File: config.mk
export PLATFORM = sky130hd
export DESIGN_NAME = sms_host_top
export DESIGN_NICKNAME = d
export VERILOG_FILES = /design/src/logic/sms_host_pkg.sv /design/src/logic/sms_host_top.sv /design/src/logic/backup_ram_sequencer.sv /design/src/logic/cheat_code_loader.sv /design/src/logic/rom_loader.sv /design/src/logic/clock_enable_gen.sv
export SDC_FILE = /design/constraint.sdc
export NUM_CORES = 1
export LEC_CHECK = 0
export ABC_AREA = 1
export ABC_CLOCK_PERIOD_IN_PS = 6000
export BUFFER_PORTS_ARGS = -buffer_cell sky130_fd_sc_hd__clkbuf_2
export CORE_MARGIN = 10
export CORE_UTILIZATION = 55
export DETAILED_ROUTE_END_ITERATION = 8
export MAX_ROUTING_LAYER = met4
export PLACE_DENSITY = 0.89
export SLEW_MARGIN = 20
export SYNTH_ARGS = -nofsm -noshare
export SYNTH_HDL_FRONTEND = slang
export SYNTH_SLANG_ARGS = --single-unit
File: constraint.sdc
create_clock -name clk_sys -period 6 [get_ports clk_sys]
set_clock_uncertainty 0.1 [all_clocks]
set_input_delay 0.9 -clock clk_sys [delete_from_list [all_inputs] [get_ports clk_sys]]
set_output_delay 0.9 -clock clk_sys [all_outputs]
set_load 0.05 [all_outputs]
File: src/logic/sms_host_pkg.sv
/* Console host glue shared definitions
   Bus widths, packed structs and constants used by all host blocks */
package sms_host_pkg;

	// ====================================================================
	// Widths
	// ====================================================================
	typedef logic [7:0]  byte_t;
	typedef logic [24:0] ioctl_addr_t;     // Offset within one download
	typedef logic [7:0]  file_index_t;
	typedef logic [21:0] rom_addr_t;       // Cartridge space, 4 MiB
	typedef logic [23:0] rom_waddr_t;
	typedef logic [31:0] sd_lba_t;
	typedef logic [31:0] cheat_word_t;

	// ====================================================================
	// Bundles
	// ====================================================================
	typedef struct packed {
		logic        wr;       // One strobe per byte
		ioctl_addr_t addr;
		byte_t       data;
		logic        download; // High for the whole transfer
		file_index_t index;
	} ioctl_bus_t;

	typedef struct packed {
		cheat_word_t flags;
		cheat_word_t address;
		cheat_word_t compare;
		cheat_word_t replace;
	} cheat_code_t;

	typedef struct packed {
		sd_lba_t lba;
		logic    rd;
		logic    wr;
	} sd_req_t;

	typedef struct packed {
		logic cpu;
		logic vdp;
		logic pix;
		logic sp;
	} clock_enables_t;

	localparam file_index_t CHEAT_INDEX  = '1;
	localparam logic [4:0]  GG_INDEX     = 5'd2; // Handheld cart slot
	localparam int          HEADER_BYTES = 512;  // Copier header
	localparam int          CE_PERIOD    = 30;

	// Download classification
	function automatic logic cheat_active(input ioctl_bus_t bus);
		return bus.download & (bus.index == CHEAT_INDEX);
	endfunction

	function automatic logic cart_active(input ioctl_bus_t bus);
		return bus.download & (bus.index != CHEAT_INDEX);
	endfunction

endpackage
File: src/logic/sms_host_top.sv
/* Console host glue top level
   Joins the enable divider, cartridge and cheat loaders and backup sequencer */
`timescale 1ns/10ps

module sms_host_top
	import sms_host_pkg::*;
#(
	parameter int BACKUP_SECTORS = 64
) (
	input  logic           clk_sys,
	input  logic           reset,
	input  ioctl_bus_t     ioctl,
	output logic           ioctl_wait,

	// ROM memory
	output rom_waddr_t     rom_waddr,
	output byte_t          rom_wdata,
	output logic           rom_wr_toggle,
	input  logic           rom_wr_ack,
	input  rom_addr_t      core_rom_addr,
	output rom_addr_t      rom_raddr,

	// Backup card and commands
	input  logic           img_mounted,
	input  logic           img_readonly,
	input  logic           img_size_nonzero,
	input  logic           osd_open,
	input  logic           load_cmd,
	input  logic           save_cmd,
	input  logic           autosave,
	input  logic           nvram_we,
	output sd_req_t        sd,
	input  logic           sd_ack,

	// Core side
	output clock_enables_t ce,
	output logic           handheld,
	output cheat_code_t    code,
	output logic           code_valid,
	output logic           cheat_reset,
	output logic           core_reset,
	output logic           activity_led
);

	logic busy;
	logic loading;
	logic pending;

	// Core held in reset while a cart or its backup loads
	assign core_reset   = reset | cart_active(ioctl) | loading;
	assign activity_led = cart_active(ioctl) | busy | (pending & autosave);

	// ====================================================================
	// Blocks
	// ====================================================================
	clock_enable_gen u_ce_gen (
		.clk_sys (clk_sys),
		.reset   (reset),
		.ce      (ce)
	);

	rom_loader u_rom_loader (
		.clk_sys       (clk_sys),
		.reset         (reset),
		.ioctl         (ioctl),
		.ioctl_wait    (ioctl_wait),
		.rom_waddr     (rom_waddr),
		.rom_wdata     (rom_wdata),
		.rom_wr_toggle (rom_wr_toggle),
		.rom_wr_ack    (rom_wr_ack),
		.core_rom_addr (core_rom_addr),
		.rom_raddr     (rom_raddr),
		.handheld      (handheld)
	);

	cheat_code_loader u_cheat_loader (
		.clk_sys     (clk_sys),
		.reset       (reset),
		.ioctl       (ioctl),
		.code        (code),
		.code_valid  (code_valid),
		.cheat_reset (cheat_reset)
	);

	backup_ram_sequencer #(
		.BACKUP_SECTORS (BACKUP_SECTORS)
	) u_backup (
		.clk_sys          (clk_sys),
		.reset            (reset),
		.ioctl            (ioctl),
		.img_mounted      (img_mounted),
		.img_readonly     (img_readonly),
		.img_size_nonzero (img_size_nonzero),
		.osd_open         (osd_open),
		.load_cmd         (load_cmd),
		.save_cmd         (save_cmd),
		.autosave         (autosave),
		.nvram_we         (nvram_we),
		.sd               (sd),
		.sd_ack           (sd_ack),
		.busy             (busy),
		.loading          (loading),
		.pending          (pending)
	);

endmodule

File: src/logic/backup_ram_sequencer.sv
/* Backup RAM sequencer
   Loads and saves the backup image sector by sector, with autosave */
`timescale 1ns/10ps

module backup_ram_sequencer
	import sms_host_pkg::*;
#(
	parameter int BACKUP_SECTORS = 64
) (
	input  logic       clk_sys,
	input  logic       reset,
	input  ioctl_bus_t ioctl,
	input  logic       img_mounted,
	input  logic       img_readonly,
	input  logic       img_size_nonzero,
	input  logic       osd_open,
	input  logic       load_cmd,
	input  logic       save_cmd,
	input  logic       autosave,
	input  logic       nvram_we,
	output sd_req_t    sd,
	input  logic       sd_ack,
	output logic       busy,
	output logic       loading,
	output logic       pending
);

	localparam sd_lba_t LAST_LBA = sd_lba_t'(BACKUP_SECTORS - 1);

	typedef enum logic [1:0] {
		ST_IDLE,
		ST_LOADING,
		ST_SAVING
	} bk_state_t;

	bk_state_t state;
	logic      cart_download;
	logic      dl_prev;
	logic      enable;
	logic      save_req;
	logic      load_en;
	logic      save_en;
	logic      load_prev;
	logic      save_prev;
	logic      ack_prev;
	logic      start_load;
	logic      start_save;

	assign cart_download = cart_active(ioctl);
	assign save_req      = save_cmd | (pending & osd_open & autosave);
	assign load_en       = load_cmd & enable;
	assign save_en       = save_req & enable;

	assign start_load = (load_en & ~load_prev) | (dl_prev & ~cart_download & img_size_nonzero);
	assign start_save = save_en & ~save_prev;

	assign busy    = (state != ST_IDLE);
	assign loading = (state == ST_LOADING);

	// ====================================================================
	// Enable and pending save
	// ====================================================================
	always_ff @(posedge clk_sys) begin
		if (reset) begin
			dl_prev <= 1'b0;
			enable  <= 1'b0;
			pending <= 1'b0;
		end else begin
			dl_prev <= cart_download;
			if (cart_download & ~dl_prev)
				enable <= 1'b0;
			// Image mounts while the cart is still downloading
			if (cart_download & img_mounted & ~img_readonly)
				enable <= 1'b1;

			if (nvram_we & ~osd_open)
				pending <= 1'b1;
			else if (busy)
				pending <= 1'b0;
		end
	end

	// ====================================================================
	// Sector FSM
	// ====================================================================
	always_ff @(posedge clk_sys) begin
		if (reset) begin
			state     <= ST_IDLE;
			sd        <= '0;
			load_prev <= 1'b0;
			save_prev <= 1'b0;
			ack_prev  <= 1'b0;
		end else begin
			load_prev <= load_en;
			save_prev <= save_en;
			ack_prev  <= sd_ack;

			if (sd_ack & ~ack_prev) begin
				sd.rd <= 1'b0;  // Card took the request
				sd.wr <= 1'b0;
			end

			case (state)
				ST_IDLE: begin
					if (start_load | start_save) begin
						state  <= start_load ? ST_LOADING : ST_SAVING;
						sd.lba <= '0;
						sd.rd  <= start_load;
						sd.wr  <= ~start_load;
					end
				end
				ST_LOADING, ST_SAVING: begin
					if (ack_prev & ~sd_ack) begin  // Sector done
						if (sd.lba == LAST_LBA) begin
							state <= ST_IDLE;
						end else begin
							sd.lba <= sd.lba + 1'b1;
							sd.rd  <= (state == ST_LOADING);
							sd.wr  <= (state == ST_SAVING);
						end
					end
				end
				default: state <= ST_IDLE;
			endcase
		end
	end

endmodule

File: src/logic/cheat_code_loader.sv
/* Cheat code loader
   Packs 16 downloaded bytes into one code and strobes it out */
`timescale 1ns/10ps

module cheat_code_loader
	import sms_host_pkg::*;
(
	input  logic        clk_sys,
	input  logic        reset,
	input  ioctl_bus_t  ioctl,
	output cheat_code_t code,
	output logic        code_valid,
	output logic        cheat_reset
);

	logic       code_strobe;
	logic [1:0] byte_sel;
	logic [4:0] bit_base;

	assign code_strobe = ioctl.wr & cheat_active(ioctl);
	assign byte_sel    = ioctl.addr[1:0];
	assign bit_base    = {byte_sel, 3'b000};  // Byte k at bit 8k

	// Field picked by address bits 3:2
	always_ff @(posedge clk_sys) begin
		if (code_strobe) begin
			case (ioctl.addr[3:2])
				2'd0: code.flags[bit_base +: 8]   <= ioctl.data;
				2'd1: code.address[bit_base +: 8] <= ioctl.data;
				2'd2: code.compare[bit_base +: 8] <= ioctl.data;
				2'd3: code.replace[bit_base +: 8] <= ioctl.data;
				default: ;
			endcase
		end
	end

	always_ff @(posedge clk_sys) begin
		if (reset) begin
			code_valid  <= 1'b0;
			cheat_reset <= 1'b0;
		end else begin
			code_valid  <= code_strobe & (ioctl.addr[3:0] == 4'hf);  // Last byte
			// Any new download flushes the stored codes
			cheat_reset <= ioctl.download & ioctl.wr & (ioctl.addr == '0);
		end
	end

endmodule

File: src/logic/rom_loader.sv
/* Cartridge loader
   Writes downloaded bytes to ROM memory, sizes the image and maps core reads */
`timescale 1ns/10ps

module rom_loader
	import sms_host_pkg::*;
(
	input  logic       clk_sys,
	input  logic       reset,
	input  ioctl_bus_t ioctl,
	output logic       ioctl_wait,
	output rom_waddr_t rom_waddr,
	output byte_t      rom_wdata,
	output logic       rom_wr_toggle,
	input  logic       rom_wr_ack,
	input  rom_addr_t  core_rom_addr,
	output rom_addr_t  rom_raddr,
	output logic       handheld
);

	logic      cart_download;
	logic      dl_prev;
	logic      byte_strobe;
	rom_addr_t byte_addr;
	rom_addr_t cart_mask;
	rom_addr_t mask512;
	logic      header_present;

	assign cart_download = cart_active(ioctl);
	assign byte_strobe   = ioctl.wr & cart_download;
	assign byte_addr     = rom_addr_t'(ioctl.addr);

	// ====================================================================
	// Write handshake
	// ====================================================================
	always_ff @(posedge clk_sys) begin
		if (reset) begin
			dl_prev       <= 1'b0;
			ioctl_wait    <= 1'b0;
			rom_wr_toggle <= 1'b0;
			rom_waddr     <= '0;
		end else begin
			dl_prev <= cart_download;
			if (cart_download & ~dl_prev) begin
				rom_waddr <= '0;  // New image
			end else if (byte_strobe) begin
				ioctl_wait    <= 1'b1;
				rom_wr_toggle <= ~rom_wr_toggle;  // Request one write
			end else if (ioctl_wait && (rom_wr_toggle == rom_wr_ack)) begin
				ioctl_wait <= 1'b0;
				rom_waddr  <= rom_waddr + 1'b1;
			end
		end
	end

	// Data held for the memory until the next byte
	always_ff @(posedge clk_sys) begin
		if (byte_strobe)
			rom_wdata <= ioctl.data;
	end

	// ====================================================================
	// Image sizing
	// ====================================================================

	// Masks grow as the OR of all offsets seen
	always_ff @(posedge clk_sys) begin
		if (byte_strobe) begin
			if (ioctl.addr == '0)
				cart_mask <= '0;
			else
				cart_mask <= cart_mask | byte_addr;

			if (ioctl.addr == ioctl_addr_t'(HEADER_BYTES))
				mask512 <= '0;
			else
				mask512 <= mask512 | (byte_addr - rom_addr_t'(HEADER_BYTES));
		end
	end

	always_ff @(posedge clk_sys) begin
		if (reset) begin
			header_present <= 1'b0;
			handheld       <= 1'b0;
		end else begin
			if (byte_strobe)
				handheld <= (ioctl.index[4:0] == GG_INDEX);
			// Address now holds the byte count, odd 512 block means header
			if (dl_prev & ~cart_download)
				header_present <= ioctl.addr[9];
		end
	end

	// Core reads skip the header and wrap within the image
	always_comb begin
		if (header_present)
			rom_raddr = (core_rom_addr + rom_addr_t'(HEADER_BYTES)) & mask512;
		else
			rom_raddr = core_rom_addr & cart_mask;
	end

endmodule

File: src/logic/clock_enable_gen.sv
/* Clock enable divider
   Derives the CPU, video, pixel and sound strobes from one 30-cycle sequence */
`timescale 1ns/10ps

module clock_enable_gen
	import sms_host_pkg::*;
(
	input  logic           clk_sys,
	input  logic           reset,
	output clock_enables_t ce
);

	localparam int CNT_W = $clog2(CE_PERIOD);

	logic [CNT_W-1:0] count;

	always_ff @(posedge clk_sys) begin
		if (reset) begin
			count <= '0;
			ce    <= '0;
		end else begin
			count <= (count == CNT_W'(CE_PERIOD - 1)) ? '0 : count + 1'b1;

			ce.sp  <= count[0];  // Half rate
			ce.vdp <= 1'b0;
			ce.pix <= 1'b0;
			ce.cpu <= 1'b0;

			// Video every 5, pixel every 10, CPU every 15
			case (count)
				4, 14: ce.vdp <= 1'b1;
				9: begin
					ce.cpu <= 1'b1;
					ce.vdp <= 1'b1;
					ce.pix <= 1'b1;
				end
				19: begin
					ce.vdp <= 1'b1;
					ce.pix <= 1'b1;
				end
				24: begin
					ce.cpu <= 1'b1;  // Late CPU phase for the H counter
					ce.vdp <= 1'b1;
				end
				CE_PERIOD - 1: begin
					ce.vdp <= 1'b1;
					ce.pix <= 1'b1;
				end
				default: ;
			endcase
		end
	end

endmodule

==> flow_metrics.env <==
export IMPL_netlist_top_cells_area="edfxtp_1 45%, dfxtp_1 14%, nand2_1 8.8%"
export IMPL_layout_common_cells="303 x clkbuf_2, 281 x nand2_1, 238 x nor2_1, 180 x edfxtp_1, 145 x inv_1"
export IMPL_crit_fanout=31
export IMPL_pwr_share_comb_pct=12.3
export IMPL_row_count=53
export IMPL_finalSetupViolCount=0
export IMPL_synthFlopType="edfxtp_1"
export IMPL_final_layout_size_suffix_gt1_share_pct=22.1
export IMPL_clk_path_buf_depth=3
export IMPL_cts_buffers=27
export IMPL_postCtsSetupBuffers=0
export IMPL_cts_hold_buf=0
export IMPL_cp_start_kind="flip-flop"
export IMPL_via_per_inst=5.58
export IMPL_ys_seq_elements=261
export IMPL_end_kind="output port"
export IMPL_drt_initial_drc_count=1082
export IMPL_clk_pin_slew_ps=60
export IMPL_ys_async_sr_fraction_pct=0
export IMPL_cap_viol_max_count=0
export IMPL_fin_crit_sh_pct=69.2
export IMPL_finalCriticalPeriod_ps=4150
export IMPL_clock_sinks=261
export IMPL_grt_pass1_wl_um=58400
export IMPL_setup_ws_ps=1850
export IMPL_crit_arrival_ps=3150
export IMPL_synth_distinct_cells=47
export IMPL_core_area_um2=21200
export IMPL_tritoncts="yes"
export IMPL_slew_headroom_pct=27.7
export IMPL_die_x_um=168
export IMPL_drv_slew=0
export IMPL_hold_path_class="reg -> reg"
export IMPL_switching_share_pct=27.4
export IMPL_p_clk_share_pct=38.9
export IMPL_switchingPower_uw=1110
export IMPL_utilization_pct=68.5
export IMPL_hold_slack_ps=382
export IMPL_gr_total_overflow=0
export IMPL_dp_slack_ps=2290
export IMPL_layout_commonest_cell="clkbuf_2"
export IMPL_ys_warn_count=0
export IMPL_ctsResizeCount=0
export IMPL_die_height_um=168
export IMPL_pwr_share_seq_pct=48.8
export IMPL_dpl_cell_count=1888
export IMPL_diodes=0
export IMPL_finalSetupTns_ps=0
export IMPL_tightest_slew_ps=1080
export IMPL_ioPinCount=304
export IMPL_p_int_uw=2940
export IMPL_hpwlAfterDp_um=28700
export IMPL_max_freq_ghz=0.241
export IMPL_rsz0062_at_grt="false"
export IMPL_dieArea_um2=28100
export IMPL_yosysSeqAreaShare_pct=58.6
export IMPL_peakVddDrop_mv=0.217
export IMPL_synth_top_cell_by_area="edfxtp_1"
export IMPL_syn_avg_cell_area_um2=8.95
export IMPL_drc=0
export IMPL_layout_nets=1735
export IMPL_crit_type="reg -> out"
export IMPL_grt_pass1_vias=10466
export IMPL_routed_wl_um=37600
export IMPL_run_status="finished, final reports clean"
export IMPL_firstDrtPassIters=5
export IMPL_syn_area_um2=12000
export IMPL_grt_total_usage_pct=26.2
export IMPL_ant_nets=0
export IMPL_synth_edff_count=180
export IMPL_antenna_found_initial=0
export IMPL_wl_per_cell_um=19.4
export IMPL_grt_max_degree=56
export IMPL_portBuffers=303
export IMPL_hold_viol=0
export IMPL_insertion_delay_ps=550
export IMPL_start_util_pct=56.5
export IMPL_htree_levels=1
export IMPL_synth_top_area_share_pct=45.1
export IMPL_area_delta_synth_final_pct=21.3
export IMPL_leakage_uw=0.00566
export IMPL_cts_root_buf="clkbuf_16"
export IMPL_syn_nets=1433
export IMPL_power_density_nw_per_um2=279
export IMPL_synthCells=1340
export IMPL_cp_required_ps=5000
export IMPL_instances_no_fill=1937
export IMPL_gp_congestion=1.01
export IMPL_num_vias=10799
[power by group through the flow]
stage	Combinational, µW	Sequential (µW)	Clock [µW]
final	499	1980	1580
after global routing	541	1980	1680
after CTS	497	1980	1590
after detailed placement	494	2020	0
after global placement	479	2020	0
after floorplan	321	2050	0
[routing by layer]
layer | global-route usage (%) | share of wire, % | vias up
met5 | - | 0 | -
met4 | 8.02 | 2.9 | 0
met3 | 4.94 | 9.0 | 83
met2 | 45.2 | 51 | 608
met1 | 30.5 | 37 | 5036
li1 | - | - | 5072
[critical path, cell delays in order (launching register included)]
cell	delay (ps)
dfxtp_1	1040
clkinv_1	750
a21oi_1	300
nand3b_1	110
o31ai_1	80
clkbuf_2	330
[area by class of cell]
cell class | instances | area [µm²]
timing repair buffer | 305 | 1530
clock inverter | 13 | 113
sequential | 261 | 7030
fill | 1629 | 6680
multi-input combinational | 897 | 4250
clock buffer | 36 | 709
inverter | 150 | 563
tap | 275 | 344
[final timing paths]
path | startpoint | end | slack, ps | cells after the start
min | u_rom_loader.rom_waddr[22] | u_rom_loader.rom_waddr[22] | 380 | 2
max | u_rom_loader.header_present | rom_raddr[13] | 1850 | 5
max reg2reg | u_backup.ack_prev | u_backup.sd[23] | 3100 | 8
min reg2reg | u_rom_loader.rom_waddr[22] | u_rom_loader.rom_waddr[22] | 380 | 2
[registers in the layout, indices dropped and copies added (netlist names)]
name and count:
u_cheat_loader.code 128, u_backup.sd 34, u_rom_loader.rom_waddr 24, u_rom_loader.cart_mask 22
u_rom_loader.mask512 22, u_rom_loader.rom_wdata 8, u_ce_gen.count 5, u_ce_gen.ce 4
u_backup.state 2, u_backup.ack_prev 1, u_backup.enable 1, u_backup.load_prev 1
u_backup.pending 1, u_backup.save_prev 1, u_cheat_loader.cheat_reset 1, u_cheat_loader.code_valid 1
u_rom_loader.dl_prev 1, u_rom_loader.handheld 1, u_rom_loader.header_present 1, u_rom_loader.ioctl_wait 1
u_rom_loader.rom_wr_toggle 1
[through the flow]
| step | instance area [µm²] | total power [µW] |
|---|---|---|
| floorplan | 12000 | 2370 |
| global placement | 13700 | 2490 |
| detailed placement | 13700 | 2510 |
| CTS | 14500 | 4070 |
| global route | 14500 | 4210 |
| finish | 14500 | 4060 |
[synth_stat cells, types with 9 or more instances]
master    count
o21ai_0      37
o31ai_1       9
edfxtp_1    180
xor2_1        9
nand2_1     281
nand3_1      81
inv_1       145
a21oi_1      82
nor2_1      238
clkbuf_1     20
nand4_1      17
dfxtp_1      81
ha_1         16
nor3_1       55
[kinds of logic (layout without fill, tap and decap cells)]
kind of cell,after synthesis,count (layout),share of synthesized area (%)
AOI/OAI and AO/OA,154,154,7.21
DFF,261,261,58.6
adders and majority gates,16,16,1.67
and+or+nand+nor,710,710,25.3
xor gates and xnor gates,17,17,1.24
buffers and inverters,182,504,5.99
No activity file was read; power rests on OpenSTA's default activity.
